File: src/design/vreg_pkg.sv
`default_nettype none

package vreg_pkg;

    localparam int WORD_W    = 32;
    localparam int NUM_LANES = 4;
    localparam int NUM_VREGS = 8;

    // one element, one lane
    typedef logic [WORD_W-1:0] word_t;

    // a whole register, lane 0 in the low word
    typedef logic [NUM_LANES*WORD_W-1:0] vreg_t;

    typedef logic [$clog2(NUM_VREGS)-1:0] vreg_idx_t;

    typedef logic [NUM_LANES-1:0] lane_mask_t;

    // bank write, each lane picks its own word out of data
    typedef struct packed {
        logic       en;
        vreg_idx_t  idx;
        lane_mask_t lane_wen;
        vreg_t      data;
    } vreg_wr_t;

endpackage

`default_nettype wire

File: src/design/vex_pkg.sv
`default_nettype none

package vex_pkg;

    // most micro-ops in a register group
    localparam int MAX_UOPS = 4;
    localparam int MAX_VL   = vreg_pkg::NUM_LANES * MAX_UOPS;

    // group size codes, 3 is never issued
    localparam logic [1:0] LMUL_1 = 2'd0;
    localparam logic [1:0] LMUL_2 = 2'd1;
    localparam logic [1:0] LMUL_4 = 2'd2;

    typedef enum logic [3:0] {
        ADD, SUB, AND, OR, XOR, MINU, MAXU, MIN, MAX
    } valu_op_t;

    typedef enum logic {
        ELEM, RED
    } vex_kind_t;

    typedef logic [1:0] lmul_t;
    typedef logic [$clog2(MAX_UOPS)-1:0] uop_num_t;
    typedef logic [$clog2(MAX_VL+1)-1:0] vl_t;

    typedef struct packed {
        vex_kind_t           kind;
        valu_op_t            op;
        lmul_t               lmul;
        vreg_pkg::vreg_idx_t vd;
        vreg_pkg::vreg_idx_t vs1;
        vreg_pkg::vreg_idx_t vs2;
        logic                mask_en;
        vl_t                 vl;
    } vex_cmd_t;

    typedef enum logic [1:0] {
        IDLE, RUN, RED_WB
    } vex_state_t;

endpackage

`default_nettype wire

File: src/design/vlane_alu.sv
`default_nettype none

module vlane_alu (
    input  vex_pkg::valu_op_t op,
    input  vreg_pkg::word_t   a,
    input  vreg_pkg::word_t   b,
    output vreg_pkg::word_t   res
);

    // a carries the vs2 element, b the vs1 element
    logic lt_u;
    logic lt_s;

    assign lt_u = (a < b);
    assign lt_s = ($signed(a) < $signed(b));

    always_comb begin
        case (op)
            vex_pkg::ADD: res = a + b;
            vex_pkg::SUB: res = a - b;
            vex_pkg::AND: res = a & b;
            vex_pkg::OR:  res = a | b;
            vex_pkg::XOR: res = a ^ b;
            vex_pkg::MINU: begin
                res = lt_u ? a : b;
            end
            vex_pkg::MAXU: begin
                res = lt_u ? b : a;
            end
            vex_pkg::MIN: begin
                res = lt_s ? a : b;
            end
            vex_pkg::MAX: begin
                res = lt_s ? b : a;
            end
            default: res = a;
        endcase
    end

endmodule

`default_nettype wire

File: config.mk
export PLATFORM = sky130hd
export DESIGN_NAME = vlane_alu
export DESIGN_NICKNAME = d
export VERILOG_FILES = /design/src/design/vreg_pkg.sv /design/src/design/vex_pkg.sv /design/src/design/vlane_alu.sv
export SDC_FILE = /design/constraint.sdc
export NUM_CORES = 1
export LEC_CHECK = 0
export BUFFER_PORTS_ARGS = -buffer_cell sky130_fd_sc_hd__buf_2
export CAP_MARGIN = 20
export CORE_ASPECT_RATIO = 1.75
export CORE_MARGIN = 4
export CORE_UTILIZATION = 55
export DETAILED_ROUTE_END_ITERATION = 10
export PLACE_DENSITY = 0.77
export SLEW_MARGIN = 20
export SYNTH_ARGS = -nofsm -noshare
export SYNTH_HDL_FRONTEND = slang
export SYNTH_SLANG_ARGS = --single-unit
export TNS_END_PERCENT = 10
File: constraint.sdc
create_clock -name vclk -period 2.54
set_input_delay 0.127 -clock vclk [all_inputs]
set_output_delay 0.127 -clock vclk [all_outputs]
set_load 0.01 [all_outputs]
==> flow_metrics.tcl <==
set metrics [dict create \
    outcome "complete, but fails checks" \
    violations "DRC, setup timing" \
    grt-ovfl-total 0 \
    core_region_area_sq_um 10400 \
    final-hold-violation-count 0 \
    peakVddDrop_mv 0.184 \
    drt-initial-drc-count 1795 \
    wl_per_cell_microns 25.2 \
    path_cells "buf_12 > inv_12 > ha_4 > fa_2 > o21bai_1 > o211ai_1 > a31oi_2 > o211ai_2 > nand3_4 > mux2i_1 > a21o_1 > buf_12 > a221oi_2 > o221ai_2 > a21boi_2 > buf_2" \
    p_int_mw 1.11 \
    cp.arrival_ps 3400 \
    pwr-share-comb 1.000 \
    place_hpwl_mm 22.7 \
    drc 2 \
    first_global_vias 10100 \
    endpoint_kind "output pin" \
    start_util 0.567 \
    setup_viol 32 \
    powerDensity_nw_per_um2 261 \
    worstSetupPathType "input pin to output pin" \
    cp_slowest_cell "a221oi_2" \
    port_buffers 100 \
    die_w_microns 86.4 \
    synth.distinct_cells 82 \
    switching_share 0.554 \
    grt_max_degree 33 \
    synth_nets 1072 \
    antenna_found_initial 1 \
    tightest_slew_ps 1210 \
    drt.antenna.violating_nets 0 \
    drt-total-wl_mm 35.4 \
    layout_setup_ws_ps -984 \
    setup_tns_ps -26140 \
    clkbuf_count 0 \
    final.period_utilization 1.39 \
    syn_avg_cell_area_sq_um 6.53 \
    fin_hold_ws_ps 646 \
    switchingPower_mw 1.38 \
    filler_cell_count 457 \
    gp_congestion 1.05 \
    period_minus_slack_ps 3520 \
    mostFrequentLayoutCells "buf_4 (319), buf_2 (94), a21oi_1 (78)" \
    drive_gt1_frac 0.437 \
    fmax_mhz 284 \
    synth_cells 906 \
    diodes 0 \
    max_stage_delay_ps 420 \
    via_per_inst 7.31 \
    critPathRequiredTime_ps 2410 \
    final_common_cell "buf_4" \
    die-area_sq_um 12500 \
    row_count 49 \
    seq_area_sq_um 0 \
    synth_area_sq_um 5910 \
    worstHoldPathType "input pin to output pin" \
    ys_seq_area_frac 0 \
    rsz0062_at_grt "yes" \
    track_usage 0.494 \
    p_leak_nw 4.73 \
    die_h_microns 145 \
    area_growth_pct 61.6 \
    start_kind "input pin" \
    seq_cells 0 \
    max_cap_violations 0 \
    fin_nets 1445 \
    power_frac_seq 0 \
    power_frac_clock 0 \
    final_max_slew_viol_count 0 \
    slew_headroom 0.192 \
    finalPower_mw 2.49 \
    dr.pass1.iters 11 \
    io_pins 100 \
    cpMostUsedCell "buf_12" \
    vias 10300 \
    grt_pass1_wl_mm 50.0 \
    path_max_fanout 13 \
    synth_warnings 0 \
]
## cells by family (layout without fill, tap and decap cells)
logic type | Yosys count | after routing | synth area share
compound gates | 368 | 368 | 0.420
xor+xnor | 9 | 9 | 0.0133
fa+ha+maj | 98 | 98 | 0.210
buf+inv | 156 | 526 | 0.108
mux | 14 | 14 | 0.0258
simple gates | 261 | 262 | 0.223
## worst paths after layout
kind	start	end	slack, ps	cells past startpoint
min	b[0]	res[0]	650	3
max	a[0]	res[25]	-980	16
## stage by stage
stage | instances | setup WS, ps | utilization | area [sq um]
after floorplan | 906 | -207 | - | 6130
after global placement | 1384 | -841 | 0.857 | 8930
after detailed placement | 1384 | -850 | 0.857 | 8930
after CTS | 1403 | -618 | 0.894 | 9320
after global routing | 1404 | -1460 | 0.917 | 9550
final | 1404 | -984 | 0.917 | 9550
## layout make-up
class / count / area [sq um] / share of cell area
Inverter: 93 / 369 / 0.0386
Multi-Input combinational cell: 751 / 5860 / 0.613
Tap cell: 127 / 159 / 0.0166
Timing Repair Buffer: 433 / 3170 / 0.332
## layer usage
layer  vias to the layer above  share of wire  global-route usage
li1                       4075              -                   -
met1                      4459           0.28               0.479
met2                      1161           0.44               0.823
met3                       565           0.13               0.147
met4                         2           0.14               0.429
met5                         -        0.00037                   0
## synthesized netlist by cell type, types with 13 or more instances
| cell | count | area (sq um) |
|---|---|---|
| ha_1 | 96 | 1200 |
| inv_1 | 89 | 334 |
| a21oi_1 | 88 | 440 |
| nor2_1 | 77 | 289 |
| o21ai_0 | 76 | 380 |
| nand2_1 | 65 | 244 |
| clkbuf_1 | 38 | 143 |
| nand3_1 | 27 | 135 |
| a21o_1 | 23 | 173 |
| buf_2 | 20 | 100 |
| nor3_1 | 20 | 100 |
| a221oi_1 | 16 | 140 |
| a221o_1 | 15 | 150 |
| o211ai_1 | 15 | 113 |
| a31oi_1 | 14 | 87.6 |
| o221ai_1 | 13 | 114 |
## power by group through the flow
stage | logic (mW) | clock network, mW | registers (mW)
5_1_grt | 2.58 | 0 | 0
4_1_cts | 2.19 | 0 | 0
3_3_place_gp | 2.04 | 0 | 0
3_5_place_dp | 2.09 | 0 | 0
2_1_floorplan | 1.08 | 0 | 0
6_report | 2.49 | 0 | 0
## timing repair
action / in CTS / in global routing
gates cloned: 1 / 0
gates resized for setup: 59 / 49
endpoints found under the setup margin: 32 / 32
hold buffers: 0 / 0
setup buffers: 18 / 1
pin swaps: 42 / 15
## worst max-delay path: cells and delay by family
kind | cells | cell delay (ps)
AND/OR/NAND/NOR | 1 | 130
multiplexers | 1 | 120
buffers and inverters | 4 | 470
adder cells (fa/ha/maj) | 2 | 560
AO/OA/AOI/OAI | 8 | 1970
Note: power is estimated with default switching activity, not from simulation.
