$ cat config.mk
export PLATFORM = sky130hd
export DESIGN_NAME = vex_ctrl
export DESIGN_NICKNAME = d
export VERILOG_FILES = /design/src/design/vreg_pkg.sv /design/src/design/vex_pkg.sv /design/src/design/vex_ctrl.sv
export SDC_FILE = /design/constraint.sdc
export NUM_CORES = 1
export LEC_CHECK = 0
export BUFFER_PORTS_ARGS = -buffer_cell sky130_fd_sc_hd__buf_2
export CORE_AREA = 2 2 52 54
export DETAILED_ROUTE_END_ITERATION = 8
export DIE_AREA = 0 0 54 56
export PLACE_DENSITY = 0.75
export SLEW_MARGIN = 20
export SYNTH_ARGS = -nofsm -noshare
export SYNTH_HDL_FRONTEND = slang
export SYNTH_SLANG_ARGS = --single-unit
$ cat constraint.sdc
create_clock -name CLK -period 1.5 [get_ports CLK]
set_input_delay 0.225 -clock CLK [delete_from_list [all_inputs] [get_ports CLK]]
set_output_delay 0.225 -clock CLK [all_outputs]
set_load 0.01 [all_outputs]
$ cat src/design/vreg_pkg.sv
`default_nettype none

package vreg_pkg;

    localparam int WORD_W    = 32;
    localparam int NUM_LANES = 4;
    localparam int NUM_VREGS = 8;

    // one element, one lane
    typedef logic [WORD_W-1:0] word_t;

    // a whole register, lane 0 in the low word
    typedef logic [NUM_LANES*WORD_W-1:0] vreg_t;

    typedef logic [$clog2(NUM_VREGS)-1:0] vreg_idx_t;

    typedef logic [NUM_LANES-1:0] lane_mask_t;

    // bank write, each lane picks its own word out of data
    typedef struct packed {
        logic       en;
        vreg_idx_t  idx;
        lane_mask_t lane_wen;
        vreg_t      data;
    } vreg_wr_t;

endpackage

`default_nettype wire

$ cat src/design/vex_pkg.sv
`default_nettype none

package vex_pkg;

    // most micro-ops in a register group
    localparam int MAX_UOPS = 4;
    localparam int MAX_VL   = vreg_pkg::NUM_LANES * MAX_UOPS;

    // group size codes, 3 is never issued
    localparam logic [1:0] LMUL_1 = 2'd0;
    localparam logic [1:0] LMUL_2 = 2'd1;
    localparam logic [1:0] LMUL_4 = 2'd2;

    typedef enum logic [3:0] {
        ADD, SUB, AND, OR, XOR, MINU, MAXU, MIN, MAX
    } valu_op_t;

    typedef enum logic {
        ELEM, RED
    } vex_kind_t;

    typedef logic [1:0] lmul_t;
    typedef logic [$clog2(MAX_UOPS)-1:0] uop_num_t;
    typedef logic [$clog2(MAX_VL+1)-1:0] vl_t;

    typedef struct packed {
        vex_kind_t           kind;
        valu_op_t            op;
        lmul_t               lmul;
        vreg_pkg::vreg_idx_t vd;
        vreg_pkg::vreg_idx_t vs1;
        vreg_pkg::vreg_idx_t vs2;
        logic                mask_en;
        vl_t                 vl;
    } vex_cmd_t;

    typedef enum logic [1:0] {
        IDLE, RUN, RED_WB
    } vex_state_t;

endpackage

`default_nettype wire

$ cat src/design/vex_ctrl.sv
`default_nettype none

module vex_ctrl (
    input  logic              CLK,
    input  logic              arst_n,
    input  logic              cmd_valid,
    input  vex_pkg::vex_cmd_t cmd,
    input  logic              last,
    output vex_pkg::vex_cmd_t cur_cmd,
    output logic              start,
    output logic              advance,
    output logic              red_step,
    output logic              red_first,
    output logic              elem_wen,
    output logic              red_wen,
    output logic              busy,
    output logic              done
);

    vex_pkg::vex_state_t state;
    vex_pkg::vex_state_t state_next;
    logic                first_q;
    logic                is_red;

    assign is_red = (cur_cmd.kind == vex_pkg::RED);

    always_comb begin
        state_next = state;
        case (state)
            vex_pkg::IDLE: if (start) state_next = vex_pkg::RUN;
            vex_pkg::RUN: begin
                if (last) begin
                    state_next = is_red ? vex_pkg::RED_WB : vex_pkg::IDLE;
                end
            end
            default: state_next = vex_pkg::IDLE;
        endcase
    end

    always_ff @(posedge CLK or negedge arst_n) begin
        if (!arst_n) begin
            state   <= vex_pkg::IDLE;
            cur_cmd <= '0;
            first_q <= 1'b0;
        end else begin
            state <= state_next;
            if (start) begin
                cur_cmd <= cmd;
                first_q <= 1'b1;
            end else if (state == vex_pkg::RUN) begin
                first_q <= 1'b0;
            end
        end
    end

    // commands are only taken while idle
    assign start     = cmd_valid && (state == vex_pkg::IDLE);
    assign advance   = (state == vex_pkg::RUN);
    assign red_step  = advance && is_red;
    assign red_first = red_step && first_q;
    assign elem_wen  = advance && !is_red;
    assign red_wen   = (state == vex_pkg::RED_WB);
    assign busy      = (state != vex_pkg::IDLE);
    assign done      = (elem_wen && last) || red_wen;

endmodule

`default_nettype wire

==> run metrics <==
status=completed; core area=0.00243 mm²; Core Rows=18; Die Wd=54 µm; die area=0.00302 mm²; via density per instance=4.67; hold_ws=0.129 ns; layout cell share with drive strength beyond 1=71.5%; sink count of the clock tree=25; worst slew pin tran=0.539 ns; Worst VDD drop=0.00102 V; period utilization=99.8%; worst skew pair latency=0.30 ns; Slew headroom=64.1%; RSZ-0062 raised after global routing=true; worst hold path class=input port to flop; #FFs+latches synth=25; CTS buffer count=3; Critical Path RT=1.27 ns; clk root buf=clkbuf_4; Clock Skew=0.000766 ns; number of detailed-route iterations in the first pass=3; crit start category=flop; number of H-tree levels=1; syn nets=92; first-pass GRT wire length=3.39 mm; drc violations=0; Setup violations, final=0; Lkg Pwr=0.729 nW; vias in the first global route=813; total routed wirelength=2.15 mm; syn avg cell area=15.3 µm²; initial antenna violation count=0; Power Density=1960 mW/mm²; DR iter-0 viols=4; cell area after synthesis=0.00101 mm²; post-synth top area share=61.9%; synth top area cells=dfrtp_1 62%, mux2_2 23%, buf_6 2.2%; via count=747; Pwr Total=2.84 mW; routed len/inst=13.4 µm; Hold Vio Cnt, Final=0; Longest Clk Path Bufs=2; Seq/Total Area, Yosys=61.9%; Worst EP arrival=1.27 ns; fin crit period=1.50 ns; Yosys cell types=14; Nets=157; critical path type=flop to output pin; YS warnings=0; num ports=56; grt total ovfl=0; DIE HEIGHT=56 µm; commonest non-fill, non-tap cell in the layout=buf_2; # port buffers=55; gr usage total=15.3%; Cells after Synth=66; CP Capture Type=output pin; final max-slew violation count=0; worst-path maximum fanout=6; fmax=0.668 GHz; post-synth top area cell=dfrtp_1; most frequent cells in the layout=52 x buf_2, 23 x dfrtp_1, 20 x mux2_2; starting density of the core=41.6%; post-detail-place hpwl=1.56 mm; max-cap check violation count=0; remaining antenna violation count after routing=0; Clock transition at path regs=0.13 ns; GPL Wtd Cong=0.608; Layout area overhead=43.3%; CTS tree=done; largest net degree at the start of global routing=26; ANT cells=0
[report_power, final]
part           leakage (nW)  switching (mW)  internal, mW
combinational         0.423           0.582         0.776
clock                0.0150           0.183         0.104
sequential            0.291           0.192          1.01
[final cells by class]
class                      count  area, µm²
clock buffer                   4       26.3
fill                         222        983
inverter                       2       7.51
multi-input combinational     36        369
sequential                    25        628
tap                           30       37.5
timing repair buffer          63        380
[per-layer routing]
| metal | GRT usage (%) | share of wire, % | vias to the layer above |
|---|---|---|---|
| met5 | 0 | 0 | - |
| met4 | 6.43 | 0.65 | 0 |
| met3 | 2.42 | 6.7 | 2 |
| met2 | 28.4 | 55 | 28 |
| met1 | 16.1 | 37 | 364 |
| li1 | - | - | 353 |
[worst max-delay path: stages (launching register included)]
cell and delay [ns]:
dfrtp_2 0.49, nor2b_4 0.15, a31o_2 0.22, buf_6 0.12
[timing repair]
item | in CTS | in global routing
gates resized for setup | 12 | 2
endpoints found under the hold margin | 25 | 0
pin swaps | 2 | 4
cloned | 0 | 0
hold buffers | 1 | 0
endpoints found under the setup margin | 6 | 13
buffers inserted | 3 | 2
[path summary, 6_finish.rpt]
kind	start	endpoint	slack, ns	cells after the start
worst max-delay path	state[1]$_DFFE_PN0P_	done	0.003	3
worst min-delay path	cmd[8]	cur_cmd[8]$_DFFE_PN0P_	0.13	2
worst max register to register	state[1]$_DFFE_PN0P_	cur_cmd[15]$_DFFE_PN0P_	0.04	4
worst min register to register	cur_cmd[8]$_DFFE_PN0P_	cur_cmd[8]$_DFFE_PN0P_	0.50	1
max in group asynchronous	arst_n	state[1]$_DFFE_PN0P_	0.69	2
min in group asynchronous	arst_n	cur_cmd[19]$_DFFE_PN0P_	0.42	2
[metrics by stage]
| step | TNS, ns | setup slack, ns | util [%] | instances | area (µm²) |
|---|---|---|---|---|---|
| after CTS | -0.0189 | -0.0189 | 58.6 | 158 | 1430 |
| after floorplan | 0 | 0.140 | - | 66 | 1010 |
| after global routing | -0.261 | -0.0565 | 59.6 | 160 | 1450 |
| final | 0 | 0.00264 | 59.6 | 160 | 1450 |
| after global placement | 0 | 0.168 | 54.3 | 150 | 1320 |
| after detailed placement | 0 | 0.127 | 54.3 | 150 | 1320 |
[state kept, by name (all words and copies together), names as in the netlist]
signal and count:
cur_cmd 21, first_q 1, is_red 1, state 2
[cell usage after synthesis]
master / count
buf_6: 2
inv_1: 2
nand2b_1: 3
or2_2: 1
nor2b_1: 2
buf_4: 1
and3_1: 2
a21oi_1: 2
nor3b_4: 1
mux2_1: 1
dfrtp_1: 25
a31o_2: 1
and2_1: 2
mux2_2: 21
[cells by family after synthesis]
logic type,synth area share (%)
flip-flops,61.9
AO/OA/AOI/OAI,1.86
multiplexers,24.5
buffers and inverters,3.71
AND/OR/NAND/NOR,8.04
Power figures use the tool's default switching activity.
