===== src/design/vreg_pkg.sv =====
`default_nettype none

package vreg_pkg;

    localparam int WORD_W    = 32;
    localparam int NUM_LANES = 4;
    localparam int NUM_VREGS = 8;

    // one element, one lane
    typedef logic [WORD_W-1:0] word_t;

    // a whole register, lane 0 in the low word
    typedef logic [NUM_LANES*WORD_W-1:0] vreg_t;

    typedef logic [$clog2(NUM_VREGS)-1:0] vreg_idx_t;

    typedef logic [NUM_LANES-1:0] lane_mask_t;

    // bank write, each lane picks its own word out of data
    typedef struct packed {
        logic       en;
        vreg_idx_t  idx;
        lane_mask_t lane_wen;
        vreg_t      data;
    } vreg_wr_t;

endpackage

`default_nettype wire


===== src/design/vex_pkg.sv =====
`default_nettype none

package vex_pkg;

    // most micro-ops in a register group
    localparam int MAX_UOPS = 4;
    localparam int MAX_VL   = vreg_pkg::NUM_LANES * MAX_UOPS;

    // group size codes, 3 is never issued
    localparam logic [1:0] LMUL_1 = 2'd0;
    localparam logic [1:0] LMUL_2 = 2'd1;
    localparam logic [1:0] LMUL_4 = 2'd2;

    typedef enum logic [3:0] {
        ADD, SUB, AND, OR, XOR, MINU, MAXU, MIN, MAX
    } valu_op_t;

    typedef enum logic {
        ELEM, RED
    } vex_kind_t;

    typedef logic [1:0] lmul_t;
    typedef logic [$clog2(MAX_UOPS)-1:0] uop_num_t;
    typedef logic [$clog2(MAX_VL+1)-1:0] vl_t;

    typedef struct packed {
        vex_kind_t           kind;
        valu_op_t            op;
        lmul_t               lmul;
        vreg_pkg::vreg_idx_t vd;
        vreg_pkg::vreg_idx_t vs1;
        vreg_pkg::vreg_idx_t vs2;
        logic                mask_en;
        vl_t                 vl;
    } vex_cmd_t;

    typedef enum logic [1:0] {
        IDLE, RUN, RED_WB
    } vex_state_t;

endpackage

`default_nettype wire


===== src/design/vuop_counter.sv =====
`default_nettype none

module vuop_counter (
    input  logic              CLK,
    input  logic              arst_n,
    input  logic              start,
    input  logic              advance,
    input  vex_pkg::lmul_t    lmul,
    output vex_pkg::uop_num_t uop_num,
    output logic              last
);

    vex_pkg::uop_num_t last_num;

    // number of the final micro-op in the group
    always_comb begin
        case (lmul)
            vex_pkg::LMUL_1: last_num = vex_pkg::uop_num_t'(0);
            vex_pkg::LMUL_2: last_num = vex_pkg::uop_num_t'(1);
            vex_pkg::LMUL_4: last_num = vex_pkg::uop_num_t'(3);
            default:         last_num = '0;
        endcase
    end

    always_ff @(posedge CLK or negedge arst_n) begin
        if (!arst_n) begin
            uop_num <= '0;
        end else if (start) begin
            uop_num <= '0;
        end else if (advance) begin
            uop_num <= uop_num + 1'b1;
        end
    end

    assign last = (uop_num == last_num);

endmodule

`default_nettype wire


===== config.mk =====
export PLATFORM = sky130hd
export DESIGN_NAME = vuop_counter
export DESIGN_NICKNAME = d
export VERILOG_FILES = /design/src/design/vreg_pkg.sv /design/src/design/vex_pkg.sv /design/src/design/vuop_counter.sv
export SDC_FILE = /design/constraint.sdc
export NUM_CORES = 1
export LEC_CHECK = 0
export ABC_CLOCK_PERIOD_IN_PS = 2600
export BUFFER_PORTS_ARGS = -buffer_cell sky130_fd_sc_hd__buf_2
export CORE_AREA = 2 2 39 41
export CTS_CLUSTER_SIZE = 30
export DETAILED_ROUTE_END_ITERATION = 16
export DIE_AREA = 0 0 41 43
export PLACE_DENSITY = 0.33
export RECOVER_POWER = 50
export SLEW_MARGIN = 20
export SYNTH_ARGS = -nofsm -noshare
export SYNTH_HDL_FRONTEND = slang
export SYNTH_SLANG_ARGS = --single-unit

===== constraint.sdc =====
create_clock -name CLK -period 2.6 [get_ports CLK]
set_clock_uncertainty 0.2 [all_clocks]
set_input_delay 0.39 -clock CLK [delete_from_list [all_inputs] [get_ports CLK]]
set_output_delay 0.39 -clock CLK [all_outputs]
set_load 0.03 [all_outputs]

==> results.yml <==
clock_tree:
  ctsResizeCount: 0
  cts-root-buf: "clkbuf_4"
  cts_htree_levels: 1
  clock_sinks: 2
  worstSkewPairLatency_ps: 220
  numCtsBuffers: 3
  path_clk_slew_ps: 30
  post_cts_buffers: 0
  holdBufCountCts: 1
  cts_tree: "built"
  cts.path.max_buffers: 2
sta:
  fin_crit_sh_pct: 68.1
  rsz0062_at_grt: "false"
  finalSetupViolCount: 0
  clock.fmax_mhz: 565
  slew_headroom_pct: 88.4
  tightest_slew_ps: 174
  fin_tns_setup_ps: 0
  finalMaxSlewViolations: 0
  finalHoldViolations: 0
  period_minus_slack_ps: 1770
  worst_slack_ps: 830
finish:
  reg.largest.list: "uop_num x2"
  syn_to_final_growth_pct: 69.3
  nets: 33
  fin_util_pct: 15.5
  largest_reg_flops: 2
  n_antenna_cell: 0
  regMostFlops: "uop_num"
  drive_gt1_share_pct: 41.7
critical_path:
  path_class: "in2out"
  worstSetupStartpointType: "input pin"
  required_ps: 2010
  path_max_fanout: 1
  rr_worst_depth: 2
  cp_data_arrival_time_ps: 1180
  endpoint_kind: "primary output"
synth:
  syn_area_per_cell_um2: 10.5
  syn-cell-area_um2: 126
  ys_seq_area_share_pct: 39.6
  synth_top_area_share_pct: 39.6
  ys_seq_elements: 2
  synthTopCellsByCount: "2 x dfrtp_1, 2 x nor2_1, 2 x xnor2_1"
  synth_enable_flop_cells: 0
  synth_top_cell_by_area: "dfrtp_1"
  syn_nets: 19
  syn_inst: 12
  yosys_warnings: 0
  synth.area.top_cells: "dfrtp_1 40%, xnor2_1 14%, ha_1 9.9%"
  ys_types: 9
  synth_flop_cell: "dfrtp_1"
  async_reset_ff_share_pct: 100
floorplanning:
  num_io_pins: 9
  die_h_um: 43
  initial_core_util_pct: 9.13
  coreArea_mm2: 0.00138
  die-area_mm2: 0.00176
  row_count: 14
  die_x_um: 41
worst_hold_path:
  whs_path_depth: 2
  hold_class: "in2reg"
job:
  drv_cap: 0
pwr:
  switchingPower_mw: 0.0398
  p_int_mw: 0.0998
  p_leak_nw: 0.111
  p_per_area_mw_per_mm2: 653
  comb_power_share_pct: 25.9
  power.share.sequential_pct: 26.8
  switching_share_pct: 28.5
  clkPwrFrac_pct: 47.3
  max-vdd-ir-drop_v: 0.000111
drt:
  drt-total-wl_um: 262
  drtPass1Iterations: 1
  routed_via_density: 3.18
  drc: 0
  drt_iter0_markers: 0
  avgRoutedWirePerCell_um: 6.55
  antenna_left: 0
  num_vias: 127
run_status:
  status: "complete, no violations"
global_routing:
  grtUsageTotal_pct: 4.52
  grt_max_degree: 6
  grt_pass1_vias: 121
  gr-total-overflow: 0
  antenna_found_initial: 0
  grt_pass1_wl_um: 434
place:
  dp_hpwl_um: 225
  port_buffers: 8
  gp_congestion: 0.473
  place_ws_ps: 818
worst max-delay path: stages:
cell and delay, ps:
buf_2 80, inv_1 30, ha_1 290, xnor2_1 120
nor2_1 70, buf_2 190
placed cells by master, fill, tap and decap left out:
cell / netlist / layout
dlygate4sd3_1: 0 / 1
xor2_1: 1 / 1
clkbuf_1: 0 / 1
dfrtp_1: 2 / 2
clkbuf_4: 0 / 3
a21oi_1: 0 / 1
nor2_1: 2 / 2
a21bo_1: 1 / 1
buf_2: 0 / 7
inv_1: 1 / 1
nand3b_1: 1 / 1
xnor2_1: 2 / 2
ha_1: 1 / 1
path summary, 6_finish.rpt:
check,startpoint,to,slack (ps)
max in group asynchronous,arst_n,uop_num[0]$_DFFE_PN0P_,1780
worst min-delay path,start,uop_num[1]$_DFFE_PN0P_,130
worst max-delay path,lmul[0],last,830
min in group asynchronous,arst_n,uop_num[1]$_DFFE_PN0P_,290
worst min register to register,uop_num[1]$_DFFE_PN0P_,uop_num[1]$_DFFE_PN0P_,400
worst max register to register,uop_num[0]$_DFFE_PN0P_,uop_num[1]$_DFFE_PN0P_,1610
cells by family (layout without fill, tap and decap cells):
logic type                 count (synthesis)  after routing  share of synthesized area [%]
adders and majority gates                  1              1                           9.90
AOI/OAI and AO/OA                          2              2                           14.9
and+or+nand+nor                            3              3                           11.9
DFF                                        2              2                           39.6
buffers and inverters                      1             13                           2.97
xor gates and xnor gates                   3              3                           20.8
layout make-up:
class / count / area (um2)
Inverter: 1 / 3.75
Multi-Input combinational cell: 9 / 68.8
Timing Repair Buffer: 9 / 48.8
Sequential cell: 2 / 50.0
Clock buffer: 3 / 22.5
Tap cell: 16 / 20.0
Fill cell: 160 / 1170
power groups by stage:
stage | combinational (mW) | clock [mW] | sequential (mW)
2_1_floorplan | 0.0192 | 0 | 0.0428
3_3_place_gp | 0.0356 | 0 | 0.0377
3_5_place_dp | 0.0364 | 0 | 0.0379
4_1_cts | 0.0378 | 0.0701 | 0.0376
5_1_grt | 0.0399 | 0.0728 | 0.0382
6_report | 0.0361 | 0.0661 | 0.0375
through the flow:
step                      power, mW  cell area (um2)  hold WS (ps)  instances
after floorplan              0.0620              126          -106         12
after global placement       0.0734              186         -25.3         36
after detailed placement     0.0743              186         -23.4         36
after CTS                     0.146              219           127         40
after global routing          0.151              214           127         40
final                         0.140              214           131         40
metal layers:
| layer | wire [um] | vias up | GRT usage [%] |
|---|---|---|---|
| li1 | - | 63 | - |
| met1 | 87 | 59 | 3.22 |
| met3 | 21 | 0 | 3.14 |
| met5 | 0 | - | 0 |
| met4 | 0 | 0 | 8.00 |
| met2 | 153 | 5 | 5.31 |
No activity file was read; power rests on OpenSTA's default activity.
