$ cat config.mk
export PLATFORM = sky130hd
export DESIGN_NAME = vec_bank
export DESIGN_NICKNAME = d
export VERILOG_FILES = /design/src/design/vreg_pkg.sv /design/src/design/vec_bank.sv
export SDC_FILE = /design/constraint.sdc
export NUM_CORES = 1
export LEC_CHECK = 0
export BUFFER_PORTS_ARGS = -buffer_cell sky130_fd_sc_hd__buf_2
export CAP_MARGIN = 5
export CORE_MARGIN = 5
export CORE_UTILIZATION = 52
export DETAILED_ROUTE_END_ITERATION = 8
export HOLD_SLACK_MARGIN = 0.03
export PLACE_DENSITY = 0.88
export SLEW_MARGIN = 20
export SYNTH_ARGS = -nofsm -noshare
export SYNTH_HDL_FRONTEND = slang
export SYNTH_SLANG_ARGS = --single-unit
$ cat constraint.sdc
create_clock -name CLK -period 1.4 [get_ports CLK]
set_clock_uncertainty 0.1 [all_clocks]
set_input_delay 0 -clock CLK [delete_from_list [all_inputs] [get_ports CLK]]
set_output_delay 0 -clock CLK [all_outputs]
set_load 0.05 [all_outputs]
$ cat src/design/vreg_pkg.sv
`default_nettype none

package vreg_pkg;

    localparam int WORD_W    = 32;
    localparam int NUM_LANES = 4;
    localparam int NUM_VREGS = 8;

    // one element, one lane
    typedef logic [WORD_W-1:0] word_t;

    // a whole register, lane 0 in the low word
    typedef logic [NUM_LANES*WORD_W-1:0] vreg_t;

    typedef logic [$clog2(NUM_VREGS)-1:0] vreg_idx_t;

    typedef logic [NUM_LANES-1:0] lane_mask_t;

    // bank write, each lane picks its own word out of data
    typedef struct packed {
        logic       en;
        vreg_idx_t  idx;
        lane_mask_t lane_wen;
        vreg_t      data;
    } vreg_wr_t;

endpackage

`default_nettype wire

$ cat src/design/vec_bank.sv
`default_nettype none

module vec_bank #(
    parameter int LANE = 0
) (
    input  logic                CLK,
    input  logic                arst_n,
    input  vreg_pkg::vreg_idx_t rs1_idx,
    input  vreg_pkg::vreg_idx_t rs2_idx,
    input  vreg_pkg::vreg_idx_t rd_idx,
    input  vreg_pkg::vreg_wr_t  wr,
    output vreg_pkg::word_t     rs1_data,
    output vreg_pkg::word_t     rs2_data,
    output vreg_pkg::word_t     rd_data,
    output vreg_pkg::word_t     v0_word
);

    // this lane's word of every register
    vreg_pkg::word_t mem [vreg_pkg::NUM_VREGS];

    always_ff @(posedge CLK or negedge arst_n) begin
        if (!arst_n) begin
            for (int r = 0; r < vreg_pkg::NUM_VREGS; r++) begin
                mem[r] <= '0;
            end
        end else if (wr.en && wr.lane_wen[LANE]) begin
            mem[wr.idx] <= wr.data[LANE*vreg_pkg::WORD_W +: vreg_pkg::WORD_W];
        end
    end

    assign rs1_data = mem[rs1_idx];
    assign rs2_data = mem[rs2_idx];
    assign rd_data  = mem[rd_idx];

    // mask bits live in v0
    assign v0_word  = mem[0];

endmodule

`default_nettype wire

==> results.md, run 1 <==
* Worst hold slack at between 0.04 and 0.05 ns
* Row count at between 60 and 70
* Fin crit share at 148%
* Placeable Area at ~29,000 um^2
* Total nets after synthesis at approximately 1,100
* Mux contribution to synthesized area at between 50% and 60%
* Final slew viol count at 0
* Final setup fails at a little under 100
* CTS max path bufs at 3
* Antenna Nets Post-Route at 0
* Crit path max fanout at 4
* Slew @ Worst Pin at between 0.3 and 0.4 ns
* M1 WL at around 17,000 um
* CTS Root Cell: clkbuf_16
* Die Area at between 30,000 and 40,000 um^2
* Initial detailed-routing violation count at between 700 and 800
* Sequential area share after synthesis at a little over 40%
* Total power at between 0.03 and 0.04 W
* Leak pwr at roughly 8.6 nW
* YS warnings at 0
* Synthesized area per cell at about 17 um^2
* Vias in the first global route at about 11,000
* Top cell type's share of synthesized area at between 40 and 50%
* Met2 WL at roughly 23,000 um
* Count of cell types in the netlist at 18
* Async set or reset register ratio after synthesis at 100%
* RSZ-0062 raised after global routing: yes
* Worst Setup End Kind: output pin
* Die height at approximately 180 um
* Hold Fails Final Rpt at 0
* Largest net degree at the start of global routing at 62
* Clock sink count at between 200 and 300
* Post-synth top area cell: dfrtp_1
* Post-Syn Area at about 15,000 um^2
* F_max at ~480 MHz
* Post-Synth Simple-Gate Area at less than 1%
* Vias per cell at 6.53
* Final Worst Setup Slack at -0.669 ns
* Synth Instances at 925
* TritonCTS clock tree: built
* Nets at roughly 1,300
* Starting Density at a little over half
* Initial antenna violation count at 0
* Switch share at 35.4%
* Synth Area in XOR/XNOR at 0%
* Clock Latency Late Sink at 0.53 ns
* Switching power at approximately 0.012 W
* Metal3 WL at 2650 um
* CP Class: flop to output pin
* Post-synthesis adder-cell area fraction at 0%
* Pwr dens at roughly 1700 nW/um^2
* Placed cells at 1,465
* Pint at about 0.022 W
* Die width at 182 um
* IO buf count at about 180
* Via count at roughly 10,000
* Seq pwr share at between 30% and 40%
* Worst hold path type: input port to flop
* Most frequent cells in the layout: mux2_2 (270), dfrtp_1 (250), mux4_2 (192)
* Grt ovf at 0
* Post-DP HPWL at between 20,000 and 30,000 um
* Main synth FF type: dfrtp_1
* Number of synthesized flops with an enable pin at 0
* CTS buffer count at 29
* # DRC at 0
* Failing checks: negative setup slack
* Global placement routability congestion at between 0.8 and 0.9
* Critical Path AT at 1.97 ns
* Wire per inst at 28.0 um
* Routed WL at 44,100 um
* Slew HR at 77.0%
* Combinational share of power at between 40% and 50%
* DR pass1 iterations at 5
* Max Cap Viol at 0
* Compound-Gate Fraction of Synth Area at 0%
* Diodes inserted at 0
* DR top layer: met4
* Clock power share at 24.8%
* Startpoint types: flop
* First-pass GRT wire length at 68,600 um
* H-tree depth at 1
* Status: finished with violations
* Setup TNS at -56.92 ns
* GR Util All Layers at about a quarter
* Non-Filler Instances at approximately 1,600
* Share of layout cells above drive strength 1 at between 70% and 80%
* Synth-to-Final Area Change at 31.3%
* Combinational family with the most area after synthesis: multiplexers
* Area contributors post-synth: dfrtp_1 (42%), mux4_2 (28%), mux2_2 (26%)
* VDD IR max at 1.52 mV
* Period minus WS final at around 2.1 ns
* Ports at roughly 280
* Clock-pin slew on the worst setup and hold paths at about 0.060 ns
* Placement Setup Slack at -0.175 ns
* Commonest non-fill, non-tap cell in the layout: mux2_2
* Synth Register Bits at about 260
* Worst Path Required at approximately 1.3 ns
[final cells by class]
cell class                      count  area (um^2)
Sequential cell                   256         6410
Multi-Input combinational cell    557         8720
Clock buffer                       36          772
Tap cell                          390          488
Fill cell                        1766         9230
Timing Repair Buffer              319         3560
Clock inverter                     18          297
[flip-flops by register name, indices dropped and copies added, names as in the netlist]
signal   flops
mem        224
v0_word     32
[stage by stage]
step	cell area (um^2)	utilization (%)
global route	20200	68.7
finish	20200	68.7
global placement	17300	58.7
detailed placement	17300	58.7
floorplan	15500	-
CTS	19900	67.6
[power by group through the flow]
stage                     Sequential (W)  Combinational, W  Clock, W
after floorplan                   0.0103           0.00954         0
after global placement            0.0108            0.0116         0
after detailed placement          0.0110            0.0119         0
after CTS                         0.0109            0.0143   0.00862
after global routing              0.0112            0.0155   0.00898
final                             0.0110            0.0149   0.00857
[kinds of logic after synthesis]
logic type             after synthesis
DFF                                256
muxes                              544
buffers and inverters              112
and+or+nand+nor                     13
[synthesized netlist by cell type (2+ instances only)]
cell type	count
mux4_2	192
nor2_1	6
buf_6	5
buf_4	32
or3_1	2
mux2_2	350
clkbuf_2	2
buf_2	39
buf_1	3
dfrtp_1	256
clkbuf_1	30
nand2b_1	2
[critical path: stages, from the launching register on]
cell and delay (ns):
dfrtp_1 0.41, mux4_2 0.53, mux2_4 0.33, buf_6 0.16
[timing repair]
| item | 4_1_cts | 5_1_grt |
|---|---|---|
| pin swaps | 0 | 0 |
| setup endpoints to repair | 127 | 123 |
| gates resized for setup | 344 | 68 |
| hold buffers | 34 | 0 |
| endpoints found under the hold margin | 512 | 0 |
| setup buffers | 18 | 18 |
[worst paths after layout]
kind                       slack, ns      from           to  cells past startpoint
setup / recovery               -0.67  mem[133]  rs1_data[5]                      3
hold / removal                  0.05   wr[133]  v0_word[19]                      4
setup reg to reg                0.20  mem[101]     mem[101]                      3
hold reg to reg                 0.45   mem[15]      mem[15]                      1
max in group asynchronous       0.19    arst_n   v0_word[7]                      4
min in group asynchronous       0.35    arst_n     mem[162]                      3
[routing by layer]
metal  vias to the layer above  GRT usage, %
met1                      5553          34.3
met2                       468          45.2
met4                         0          10.4
li1                       4157             -
met5                         -             0
met3                       120          3.63
No activity file was read; power rests on OpenSTA's default activity.
==> inputs of run 2 (changes only) <==
CORE_UTILIZATION = 57   (was 52)
PLACE_DENSITY = 0.91   (was 0.88)
clock period = 2.25 ns   (was 1.4 ns; I/O delays follow)
==> run 2 against run 1 <==
The run now ends clean. Die area shrank 8.3%. Via count shrank 5.7%. Flip-flop and latch count is the same. Clock-buffer cell count grew 5. Utilization shrank 1.6 points. Total power shrank 46%. Critical endpoint is now rd_data[30].
==> results.md, run 2 (same netlist as run 1, synthesis figures left out) <==
* Status: complete, no violations
* Clock Latency Late Sink at 0.54 ns (about the same)
* DR pass1 iterations at 5 (unchanged)
* Crit path max fanout at 5 (+1)
* Slew @ Worst Pin at 0.584 ns (+0.239 ns)
* GR Util All Layers at 26.7% (+0.37 points)
* Via count at 9,710 (-5.7%)
* Clock sink count at 256 (unchanged)
* IO buf count at 175 (unchanged)
* TritonCTS clock tree: built
* Non-Filler Instances at 1,447 (-8.2%)
* Commonest non-fill, non-tap cell in the layout: mux2_2
* Most flop-heavy register: mem
* Hold Fails Final Rpt at 0 (unchanged)
* Die width at 174 um (-4.2%)
* Vias in the first global route at 10,900 (-4.7%)
* Setup TNS at 0 ns (+56.92 ns)
* CTS Root Cell: clkbuf_16
* Ports at 275 (unchanged)
* F_max at 479 MHz
* Clock-pin slew on the worst setup and hold paths at 0.06 ns (about the same)
* Share of layout cells above drive strength 1 at 72.7% (-2.6 points)
* Post-CTS Setup Inserts at 0 (-18)
* Worst r2r src: v0_word[27]
* Vias per cell at 6.71 (+2.7%)
* Starting Density at 57.5% (+5.2 points)
* Initial antenna violation count at 1 (+1)
* # DRC at 0 (unchanged)
* Final Worst Setup Slack at 0.164 ns (+0.833 ns)
* VDD IR max at 1.02 mV (-33%)
* Die Area at 30,400 um^2 (-8.3%)
* CTS max path bufs at 3 (unchanged)
* Most frequent cells in the layout: mux2_2 (350), dfrtp_1 (256), mux4_2 (192)
* Diodes inserted at 0 (unchanged)
* Final slew viol count at 0 (unchanged)
* Leak pwr at 7.53 nW (-13%)
* Placed cells at 1,362 (-7.0%)
* First-pass GRT wire length at 64,000 um (-6.8%)
* Post-DP HPWL at 24,100 um (-9.8%)
* Routed WL at 39,700 um (-10%)
* Filler cells at 1,735 (-1.8%)
* Antenna Nets Post-Route at 0 (unchanged)
* Largest net degree at the start of global routing at 73 (+18%)
* Grt ovf at 0 (unchanged)
* Hold Crit Start: wr[132]
* CP Class: flop to output pin
* Max reg flops at 224 (unchanged)
* Global placement routability congestion at 0.801 (-0.42%)
* Initial detailed-routing violation count at 692 (-1.8%)
* Synth-to-Final Area Change at 16.5%
* Worst Path Required at 2.15 ns (+0.85 ns)
* Placeable Area at 26,800 um^2 (-9.1%)
* Max Cap Viol at 0 (unchanged)
* RSZ-0062 raised after global routing: no
* Critical Path AT at 1.99 ns (+0.02 ns)
* CTS buffer count at 28 (-3.4%)
* Die height at 174 um (-4.2%)
* Startpoint types: flop
* Period minus WS final at approximately 2.1 ns
* H-tree depth at 1 (unchanged)
* Worst Setup End Kind: output pin
* Wire per inst at 27.4 um (-2.0%)
* Slew HR at 61.1% (-16 points)
* Nets at 1,232 (-6.0%)
* Crit path from: v0_word[30]
* Fin crit share at 92.7%
* Row count at 60 (-4.8%)
* Placement Setup Slack at 0.442 ns (+0.617 ns)
* Final setup fails at 0 (-100%)
* Worst hold path type: input port to flop
* Pwr dens at 1040 nW/um^2 (-39%)
[run 2: cell count changes in the layout (fill, tap and decap cells not counted), moves of 2 or more]
cell,change
buf_2,+127
buf_6,-92
mux2_2,+80
mux2_4,-80
buf_8,-51
buf_4,-48
buf_12,-13
dfrtp_1,+6
dfrtp_2,-6
bufinv_16,-5
clkbuf_1,+3
clkinv_2,-3
clkbuf_8,+2
[run 2: timing repair]
item | in CTS | in global routing
endpoints found under the hold margin | 512 | 0
gates resized for setup | 0 | 0
hold buffers | 34 | 0
[run 2: worst paths after layout]
check | end | slack (ns) | cells after the start
max reg2reg | v0_word[27] | 1.31 | 1
max in group asynchronous | mem[114] | 0.83 | 4
max | rd_data[30] | 0.16 | 3
min in group asynchronous | mem[98] | 0.43 | 3
min reg2reg | mem[114] | 0.45 | 1
min | v0_word[19] | 0.08 | 3
[run 2: critical path, cell delays in order (launching register included)]
cell and delay (ns):
dfrtp_1 0.44, mux4_2 0.48, mux2_2 0.30, buf_2 0.22
[run 2: where the power goes]
part           internal, W  leakage, nW  switching [W]  total, W
Sequential         0.00569         3.14        0.00108   0.00677
Combinational      0.00319         3.93        0.00402   0.00721
Clock              0.00284        0.464        0.00186   0.00469
[run 2: area by class of cell]
class	instances	area (um^2)	share of cell area, %
multi-input cells	557	8420	46.9
flip-flops and latches	256	6410	35.7
repair buffers	242	1770	9.85
clock buffers	41	811	4.51
well taps	341	427	2.37
clock inverters	10	134	0.745
[run 2: metrics by stage]
stage               total power (W)  utilization, %  area [um^2]  hold slack [ns]
global route                 0.0195            67.0        18000           0.0997
global placement             0.0137            62.2        16700          -0.0904
finish                       0.0187            67.0        18000           0.0804
CTS                          0.0187            67.0        18000           0.0685
floorplan                    0.0123               -        15400           -0.396
detailed placement           0.0139            62.2        16700          -0.0872
[run 2: routing by layer]
metal	share of wire, %	GRT usage, %	vias up
li1	-	-	4007
met1	38	35.2	5229
met2	52	45.8	385
met3	6.6	4.68	87
met4	3.2	8.05	2
met5	0.030	0	-
