### config.mk
export PLATFORM = sky130hd
export DESIGN_NAME = vmask_unit
export DESIGN_NICKNAME = d
export VERILOG_FILES = /design/src/design/vreg_pkg.sv /design/src/design/vex_pkg.sv /design/src/design/vmask_unit.sv
export SDC_FILE = /design/constraint.sdc
export NUM_CORES = 1
export LEC_CHECK = 0
export BUFFER_PORTS_ARGS = -buffer_cell sky130_fd_sc_hd__buf_2
export CAP_MARGIN = 20
export CORE_MARGIN = 5
export CORE_UTILIZATION = 13
export DETAILED_ROUTE_END_ITERATION = 10
export PLACE_DENSITY = 0.81
export SYNTH_ARGS = -nofsm -noshare
export SYNTH_HDL_FRONTEND = slang
export SYNTH_SLANG_ARGS = --single-unit
### constraint.sdc
create_clock -name vclk -period 2.2
set_clock_uncertainty 0.2 [all_clocks]
set_input_delay 0.44 -clock vclk [all_inputs]
set_output_delay 0.44 -clock vclk [all_outputs]
set_load 0.01 [all_outputs]
### src/design/vreg_pkg.sv
`default_nettype none

package vreg_pkg;

    localparam int WORD_W    = 32;
    localparam int NUM_LANES = 4;
    localparam int NUM_VREGS = 8;

    // one element, one lane
    typedef logic [WORD_W-1:0] word_t;

    // a whole register, lane 0 in the low word
    typedef logic [NUM_LANES*WORD_W-1:0] vreg_t;

    typedef logic [$clog2(NUM_VREGS)-1:0] vreg_idx_t;

    typedef logic [NUM_LANES-1:0] lane_mask_t;

    // bank write, each lane picks its own word out of data
    typedef struct packed {
        logic       en;
        vreg_idx_t  idx;
        lane_mask_t lane_wen;
        vreg_t      data;
    } vreg_wr_t;

endpackage

`default_nettype wire

### src/design/vex_pkg.sv
`default_nettype none

package vex_pkg;

    // most micro-ops in a register group
    localparam int MAX_UOPS = 4;
    localparam int MAX_VL   = vreg_pkg::NUM_LANES * MAX_UOPS;

    // group size codes, 3 is never issued
    localparam logic [1:0] LMUL_1 = 2'd0;
    localparam logic [1:0] LMUL_2 = 2'd1;
    localparam logic [1:0] LMUL_4 = 2'd2;

    typedef enum logic [3:0] {
        ADD, SUB, AND, OR, XOR, MINU, MAXU, MIN, MAX
    } valu_op_t;

    typedef enum logic {
        ELEM, RED
    } vex_kind_t;

    typedef logic [1:0] lmul_t;
    typedef logic [$clog2(MAX_UOPS)-1:0] uop_num_t;
    typedef logic [$clog2(MAX_VL+1)-1:0] vl_t;

    typedef struct packed {
        vex_kind_t           kind;
        valu_op_t            op;
        lmul_t               lmul;
        vreg_pkg::vreg_idx_t vd;
        vreg_pkg::vreg_idx_t vs1;
        vreg_pkg::vreg_idx_t vs2;
        logic                mask_en;
        vl_t                 vl;
    } vex_cmd_t;

    typedef enum logic [1:0] {
        IDLE, RUN, RED_WB
    } vex_state_t;

endpackage

`default_nettype wire

### src/design/vmask_unit.sv
`default_nettype none

module vmask_unit (
    input  vreg_pkg::vreg_t      v0,
    input  logic                 mask_en,
    input  vex_pkg::vl_t         vl,
    input  vex_pkg::uop_num_t    uop_num,
    output vreg_pkg::lane_mask_t lane_mask
);

    vex_pkg::vl_t elem_idx [vreg_pkg::NUM_LANES];

    always_comb begin
        for (int l = 0; l < vreg_pkg::NUM_LANES; l++) begin
            // element number of this lane in the current micro-op
            elem_idx[l] = vex_pkg::vl_t'(int'(uop_num) * vreg_pkg::NUM_LANES + l);

            // tail elements are never written
            lane_mask[l] = (elem_idx[l] < vl);

            if (mask_en && !v0[elem_idx[l]]) begin
                lane_mask[l] = 1'b0;
            end
        end
    end

endmodule

`default_nettype wire

==> reports/qor.csv, run 1 <==
metric,value,unit
FFs & Latches,0,
post-route antenna net violation count,0,
die height,55.2,um
crit-path cells,buf_8 -> inv_4 -> ha_4 -> or4bb_1 -> a21oi_2 -> a21oi_1 -> buf_2,
DR WL/cell,11.0,um
vias per cell,3.97,
Rel. slew slack,0.873,
final setup violation count,1,
Worst Hold Depth,3,
total power,0.000106,W
Tot GR Track Use,0.0673,
Mapped Nets,169,
chip width,55.2,um
"slowest stage delay, CP",0.49,ns
RSZ-0062 raised after global routing,true,
critical path's slowest cell,or4bb_1,
Final Non-Filler Cells,89,
Final WS setup,-0.0540,ns
setup bufs post-CTS,0,
Area Growth Syn to Fin,101,%
layout net count,203,
Fin. Hold Viols,0,
kind of critical path,input port to primary output,
Layout fillers,234,
Worst Hold End,lane_mask[2],
initial antenna violation count,0,
synth warn,0,
most frequent cells in the layout,"buf_2, a21oi_1, inv_1, buf_4, buf_6",
Initial Util,0.135,
pwr dens,199,mW/mm^2
Port Buffers,28,
Slew Limit Fails,0,
hold_sp,mask_en,
syn avg cell area,8.84,um^2
"Data required, critical path",1.56,ns
Leakage,0.267,nW
Max Cap Viol,0,
"most common cell after layout, fill and taps aside",buf_2,
crit path time final,2.25,ns
failing checks,negative setup slack,
max frequency,444,MHz
worst hold path type,input port to primary output,
Crit path max-delay family,simple AND/OR/NAND/NOR gates,
synthesized netlist cell count,30,
DP HPWL,883,um
grt total ovfl,0,
Final period util,1.02,
# diodes,0,
Finished Cell Area,533,um^2
first-pass GRT wire length,1570,um
Synth cell types,12,
die area,0.00304,mm^2
Crit path arrival time,1.61,ns
Bufs and invs on worst path,3,
CP Launch Type,input port,
core area,0.00196,mm^2
status,finished with violations,
Placed Area,465,um^2
initial drt markers,2,
Worst Setup End Kind,primary output,
RD Place Congestion,0.677,
row cnt,16,
Sequential Area,0,um^2
DRC violations left,0,
hold_buf cts,0,
CP Max Fanout,2,
drt first pass iters,4,
# IOs,140,
DRT Wirelength,976,um
worst vdd ir,0.0670,mV
Least-Margin Pin Slew,0.191,ns
largest net degree at the start of global routing,6,
Final Util,0.272,
Vias,353,
cell area after synthesis,265,um^2
sequential-to-total area share from yosys stat,0,
Placed Cells,89,
number of global-route vias before repair,416,
share of layout cells above drive strength 1,0.661,
clock buf count,0,
per-layer routing:
| metal | track usage | routed length, um | up-vias | share of wire |
|---|---|---|---|---|
| met1 | 0.0709 | 324 | 160 | 0.33 |
| met3 | 0.0161 | 83 | 0 | 0.085 |
| met4 | 0.00810 | 0 | 0 | 0 |
| met5 | 0 | 0 | - | 0 |
| li1 | - | - | 175 | - |
| met2 | 0.136 | 568 | 18 | 0.58 |
logic make-up (layout without fill, tap and decap cells):
group | after synthesis | in the layout | synth area share
AND/OR/NAND/NOR | 4 | 4 | 0.104
adder cells (fa/ha/maj) | 3 | 3 | 0.142
buffers and inverters | 8 | 40 | 0.142
multiplexers | 4 | 4 | 0.368
AO/OA/AOI/OAI | 11 | 11 | 0.245
synth_stat cells (all sizes together):
library cell	number	area [um^2]
a21bo	1	10.0
or4bb	1	11.3
inv	7	26.3
nor2	1	3.75
o21a	1	7.51
mux4	4	97.6
a21oi	8	40.0
o21bai	1	7.51
nand2b	2	12.5
buf	1	11.3
ha	3	37.5
what timing repair did:
action | 4_1_cts | 5_1_grt
setup endpoints to repair | 2 | 3
gates resized for setup | 6 | 8
pin swaps | 3 | 3
cell type report:
type	instances	area, um^2	area share
inverters	7	28.8	0.0540
multi-input cells	22	256	0.481
well taps	27	33.8	0.0634
repair buffers	33	214	0.401
how the worst max path moves through the flow:
stage / to / cells after the start / startpoint
2_1_floorplan: lane_mask[0] / 5 / vl[2]
3_3_place_gp: lane_mask[0] / 7 / vl[2]
3_5_place_dp: lane_mask[0] / 7 / vl[2]
4_1_cts: lane_mask[0] / 7 / vl[3]
5_1_grt: lane_mask[0] / 7 / vl[2]
6_report: lane_mask[0] / 7 / vl[2]
per-stage QoR:
step / setup WS (ns) / hold WS (ns) / setup TNS (ns)
detailed placement: -0.114 / 0.987 / -0.117
finish: -0.0540 / 0.985 / -0.0540
global route: -0.103 / 1.02 / -0.103
floorplan: 0.154 / 0.757 / 0
global placement: -0.0878 / 0.984 / -0.0878
CTS: -0.0674 / 0.989 / -0.0674
power by group:
part           switching, W  leakage (nW)  internal [W]
sequential                0             0             0
clock                     0             0             0
combinational     0.0000414         0.267     0.0000647
No activity file was read; power rests on OpenSTA's default activity.
==> run 2: changes to the inputs <==
Settings changed: PLACE_DENSITY 0.81 to 0.84.
==> run 2 against run 1 <==
  * The run still ends with negative setup slack left
  * Core utilization increased by 0.064 points
  * Global-route usage increased by 0.11 points
  * Critical path depth decreased by 1
  * Non-clock buffer count increased by 1
  * Power increased by 1.5%
  * Sequential share of layout area unchanged
  * Via count increased by 1.4%
  * Flip-flop and latch count unchanged
  * Wire length decreased by 0.82%
  * Hold slack improved by 0.023 ns
  * Combinational power about the same
  * Critical path type unchanged
==> reports/qor.csv, run 2 (same netlist as run 1, synthesis figures left out) <==
metric,value,unit,change
critical path's slowest cell,or4bb_1,,
CP Launch Type,input port,,
failing checks,negative setup slack,,
hold_buf cts,0,,unchanged
Hold WS,1.01,ns,+0.0229 ns
crit path time final,2.25,ns,-0.00124 ns
Least-Margin Pin Slew,0.185,ns,-0.00596 ns
Tot GR Track Use,0.0684,,+0.00111
# IOs,140,,unchanged
chip width,55.2,um,unchanged
Crit path arrival time,1.61,ns,about the same
"slowest stage delay, CP",0.49,ns,about the same
DP HPWL,902,um,+2.1%
vias per cell,3.98,,+0.29%
Slew Limit Fails,0,,unchanged
Placed Cells,89,,unchanged
die area,0.00304,mm^2,unchanged
Port Buffers,28,,unchanged
row cnt,16,,unchanged
Layout fillers,216,,-7.7%
worst vdd ir,0.0778,mV,+16%
met2 usage,0.148,,+0.0118
Worst Hold End,lane_mask[2],,
Max Cap Viol,0,,unchanged
pwr dens,202,mW/mm^2,+1.3%
Final period util,1.02,,about the same
RD Place Congestion,0.745,,+10%
Sequential Area,0,um^2,unchanged
share of layout cells above drive strength 1,0.683,,+0.0212
Final WS setup,-0.0528,ns,+0.00124 ns
Rel. slew slack,0.877,,+0.00398
grt met1 use,0.0709,,unchanged
die height,55.2,um,unchanged
post-route antenna net violation count,0,,unchanged
layout net count,204,,+0.49%
Worst Hold Depth,3,,unchanged
max frequency,444,MHz,about the same
status,finished with violations,,
DRT Wirelength,968,um,-0.82%
Placed Area,465,um^2,unchanged
largest net degree at the start of global routing,6,,unchanged
DRC violations left,0,,unchanged
"most common cell after layout, fill and taps aside",buf_2,,
Leakage,0.273,nW,+2.1%
Fin. Hold Viols,0,,unchanged
final setup violation count,1,,unchanged
number of global-route vias before repair,402,,-3.4%
initial drt markers,1,,-1
core area,0.00196,mm^2,unchanged
total power,0.000108,W,+1.5%
grt peak-use layer,met2,,
Initial Util,0.135,,unchanged
kind of critical path,input port to primary output,,
first-pass GRT wire length,1570,um,+0.45%
CP Max Fanout,2,,unchanged
most frequent cells in the layout,"buf_2, a21oi_1, inv_1, buf_4, buf_6",,
met3 Track Usage GR,0.0107,,-0.00536
Worst Setup End Kind,primary output,,
Finished Cell Area,534,um^2,+0.23%
# diodes,0,,unchanged
RSZ-0062 raised after global routing,true,,
hold_sp,mask_en,,
"Data required, critical path",1.56,ns,about the same
Final Non-Filler Cells,90,,+1.1%
initial antenna violation count,0,,unchanged
clock buf count,0,,unchanged
grt total ovfl,0,,unchanged
worst hold path type,input port to primary output,,
Area Growth Syn to Fin,101,%,
drt first pass iters,4,,unchanged
FFs & Latches,0,,unchanged
crit-path cells,buf_6 -> ha_4 -> or4bb_1 -> a21oi_2 -> a21oi_1 -> buf_2,,
DR WL/cell,10.8,um,-1.9%
Vias,358,,+1.4%
## run 2: cell types whose count changed in the layout (fill, tap and decap cells not counted)
cell and delta:
nand2b_4 +1, nand2b_1 -1, buf_6 +1, buf_8 -2, buf_4 +1, buf_2 +1
## run 2: power breakdown
group,switching [W],internal [W],leakage (nW)
clock network,0,0,0
logic,0.0000423,0.0000655,0.273
registers,0,0,0
total,0.0000423,0.0000655,0.273
## run 2: worst max path at each step
stage / from / end / slack, ns / cells past startpoint
6_report: uop_num[1] / lane_mask[0] / -0.05 / 6
5_1_grt: uop_num[1] / lane_mask[0] / -0.09 / 6
4_1_cts: vl[3] / lane_mask[0] / -0.08 / 7
3_5_place_dp: vl[2] / lane_mask[0] / -0.13 / 7
3_3_place_gp: vl[2] / lane_mask[0] / -0.09 / 7
2_1_floorplan: vl[2] / lane_mask[0] / 0.15 / 5
## run 2: critical path: cells and delay by family
| family | cells | cell delay (ns) |
|---|---|---|
| AOI/OAI and AO/OA | 2 | 0.19 |
| adders and majority gates | 1 | 0.26 |
| buffers and inverters | 2 | 0.24 |
| and+or+nand+nor | 1 | 0.49 |
## run 2: area by class of cell
| type | count | area, um^2 | share of cell area |
|---|---|---|---|
| Inverter | 7 | 28.8 | 0.0539 |
| Multi-Input combinational cell | 22 | 264 | 0.494 |
| Tap cell | 27 | 33.8 | 0.0632 |
| Timing Repair Buffer | 34 | 208 | 0.389 |
## run 2: layer usage
metal  routed length, um  part of all wire
met4                   0                 0
met3                  69             0.071
met1                 323              0.33
met5                   0                 0
met2                 575              0.59
## run 2: repair_timing
item,CTS,global route
pin swaps,3,2
gates cloned,0,0
buffers inserted,0,1
gates resized for setup,8,5
endpoints found under the setup margin,2,3
## run 2: through the flow
stage          setup TNS (ns)  setup WS [ns]  utilization
3_5_place_dp           -0.165         -0.130        0.237
2_1_floorplan               0          0.154            -
4_1_cts               -0.0937        -0.0760        0.255
6_report              -0.0528        -0.0528        0.272
3_3_place_gp          -0.0947        -0.0947        0.237
5_1_grt               -0.0882        -0.0882        0.272
==> run 3: changes to the inputs <==
Settings changed: CORE_AREA set to 2 2 54 56, CORE_MARGIN 5 to unset, CORE_UTILIZATION 13 to unset, DIE_AREA set to 0 0 56 58, PLACE_DENSITY 0.84 to 0.67.
==> run 3 against run 2 <==
  * The run still ends with negative setup slack left
  * Wire length decreased by 11%
  * Sequential share of layout area unchanged
  * Core utilization decreased by 7.4 points
  * Hold slack improved by 0.0025 ns
  * Critical path depth unchanged
  * Fmax decreased by 1.7%
  * Die area increased by 6.7%
  * Setup slack got worse by 0.038 ns
  * Non-clock buffer count decreased by 1
  * Largest power group unchanged
==> reports/qor.csv, run 3 (same netlist as run 1, synthesis figures left out) <==
metric,value,unit,change
status,finished with violations,,
failing checks,negative setup slack,,
DP HPWL,751,um,-17%
Layout fillers,304,,+41%
Crit path max-delay family,simple AND/OR/NAND/NOR gates,,
Tot GR Track Use,0.0483,,-0.0202
"most common cell after layout, fill and taps aside",buf_2,,
pwr dens,200,mW/mm^2,-0.96%
Slew Limit Fails,0,,unchanged
"slowest stage delay, CP",0.51,ns,+0.02 ns
Crit path arrival time,1.65,ns,+0.04 ns
initial drt markers,3,,+2
"Data required, critical path",1.56,ns,about the same
worst hold path type,input port to primary output,,
worst vdd ir,0.0810,mV,+4.0%
DRT Wirelength,858,um,-11%
Fin. Hold Viols,0,,unchanged
hold_sp,mask_en,,
max frequency,436,MHz,-1.7%
CP Launch Type,input port,,
metal3 WL,65,um,-5.8%
row cnt,19,,+3
Port Buffers,28,,unchanged
chip width,56,um,+1.5%
Final Non-Filler Cells,93,,+3.3%
Max Cap Viol,0,,unchanged
layout net count,203,,-0.49%
Vias,362,,+1.1%
final setup violation count,1,,unchanged
Finished Cell Area,528,um^2,-1.2%
crit path time final,2.29,ns,+0.0385 ns
initial antenna violation count,0,,unchanged
share of layout cells above drive strength 1,0.677,,-0.00512
DP Worst Slack,-0.132,ns,-0.00275 ns
DR WL/cell,9.23,um,-14%
Bufs and invs on worst path,2,,unchanged
Worst Hold End,lane_mask[0],,
Final period util,1.04,,+0.0175
Initial Util,0.0996,,-0.0356
setup bufs post-CTS,0,,unchanged
total power,0.000105,W,-2.1%
DR top layer,met3,,
grt total ovfl,0,,unchanged
drt first pass iters,2,,-2
Worst Setup End Kind,primary output,,
Leakage,0.271,nW,-0.80%
DRC violations left,0,,unchanged
total length of routed met2 wires,492,um,-14%
FFs & Latches,0,,unchanged
Placed Cells,93,,+4.5%
number of global-route vias before repair,333,,-17%
CP Max Fanout,2,,unchanged
Hold WS,1.01,ns,+0.00249 ns
die height,58,um,+5.1%
clock buf count,0,,unchanged
Area Growth Syn to Fin,99.1,%,
largest net degree at the start of global routing,6,,unchanged
Post-Route M1 WL,300,um,-7.1%
Worst Hold Depth,3,,unchanged
vias per cell,3.89,,-2.1%
kind of critical path,input port to primary output,,
cell mode on critical path,a21oi_2,,
RSZ-0062 raised after global routing,true,,
RD Place Congestion,0.743,,-0.20%
core area,0.00266,mm^2,+36%
# IOs,140,,unchanged
critical path's slowest cell,or4bb_1,,
# diodes,0,,unchanged
Final WS setup,-0.0912,ns,-0.0385 ns
die area,0.00325,mm^2,+6.7%
Least-Margin Pin Slew,0.225,ns,+0.0402 ns
first-pass GRT wire length,1310,um,-17%
crit-path cells,buf_8 -> ha_4 -> or4bb_1 -> a21oi_2 -> a21oi_2 -> buf_2,,
Rel. slew slack,0.850,,-0.0269
most frequent cells in the layout,"buf_2, inv_1, a21oi_1, buf_4",,
Placed Area,470,um^2,+1.1%
Sequential Area,0,um^2,unchanged
post-route antenna net violation count,0,,unchanged
hold_buf cts,0,,unchanged
run 3: changes by cell type in the layout (fill, tap and decap cells not counted):
cell | before | now
inv_1 | 5 | 6
buf_4 | 5 | 4
buf_6 | 4 | 3
ha_1 | 1 | 2
buf_8 | 0 | 1
a21oi_1 | 7 | 5
inv_4 | 1 | 0
a21oi_2 | 1 | 3
ha_4 | 2 | 1
run 3: what timing repair did:
item	CTS	global route
endpoints found under the setup margin	2	3
pin swaps	3	3
resized for setup	8	4
run 3: cell type report:
| type | count | area [um^2] | area share |
|---|---|---|---|
| inverter | 7 | 26.3 | 0.0498 |
| multi-input combinational | 22 | 259 | 0.491 |
| tap | 31 | 38.8 | 0.0735 |
| timing repair buffer | 33 | 204 | 0.386 |
run 3: how the worst max path moves through the flow:
stage | from | to | slack, ns | depth (start not counted)
after global routing | uop_num[1] | lane_mask[0] | -0.15 | 6
after global placement | vl[2] | lane_mask[0] | -0.12 | 7
after CTS | vl[3] | lane_mask[0] | -0.07 | 7
after detailed placement | vl[2] | lane_mask[0] | -0.13 | 7
after floorplan | vl[2] | lane_mask[0] | 0.15 | 5
final | uop_num[1] | lane_mask[0] | -0.09 | 6
run 3: through the flow:
stage	setup TNS, ns	utilization
global route	-0.152	0.198
global placement	-0.115	0.177
floorplan	0	-
CTS	-0.0720	0.190
detailed placement	-0.147	0.177
finish	-0.0912	0.198
run 3: power by group:
| group | total [W] | switching, W | internal [W] |
|---|---|---|---|
| combinational | 0.000105 | 0.0000416 | 0.0000639 |
| clock | 0 | 0 | 0 |
| sequential | 0 | 0 | 0 |
run 3: per-layer routing:
| metal | vias to the layer above | GRT usage |
|---|---|---|
| met5 | - | 0 |
| met4 | 0 | 0 |
| met3 | 0 | 0.00223 |
| met2 | 18 | 0.111 |
| met1 | 167 | 0.0490 |
| li1 | 177 | - |
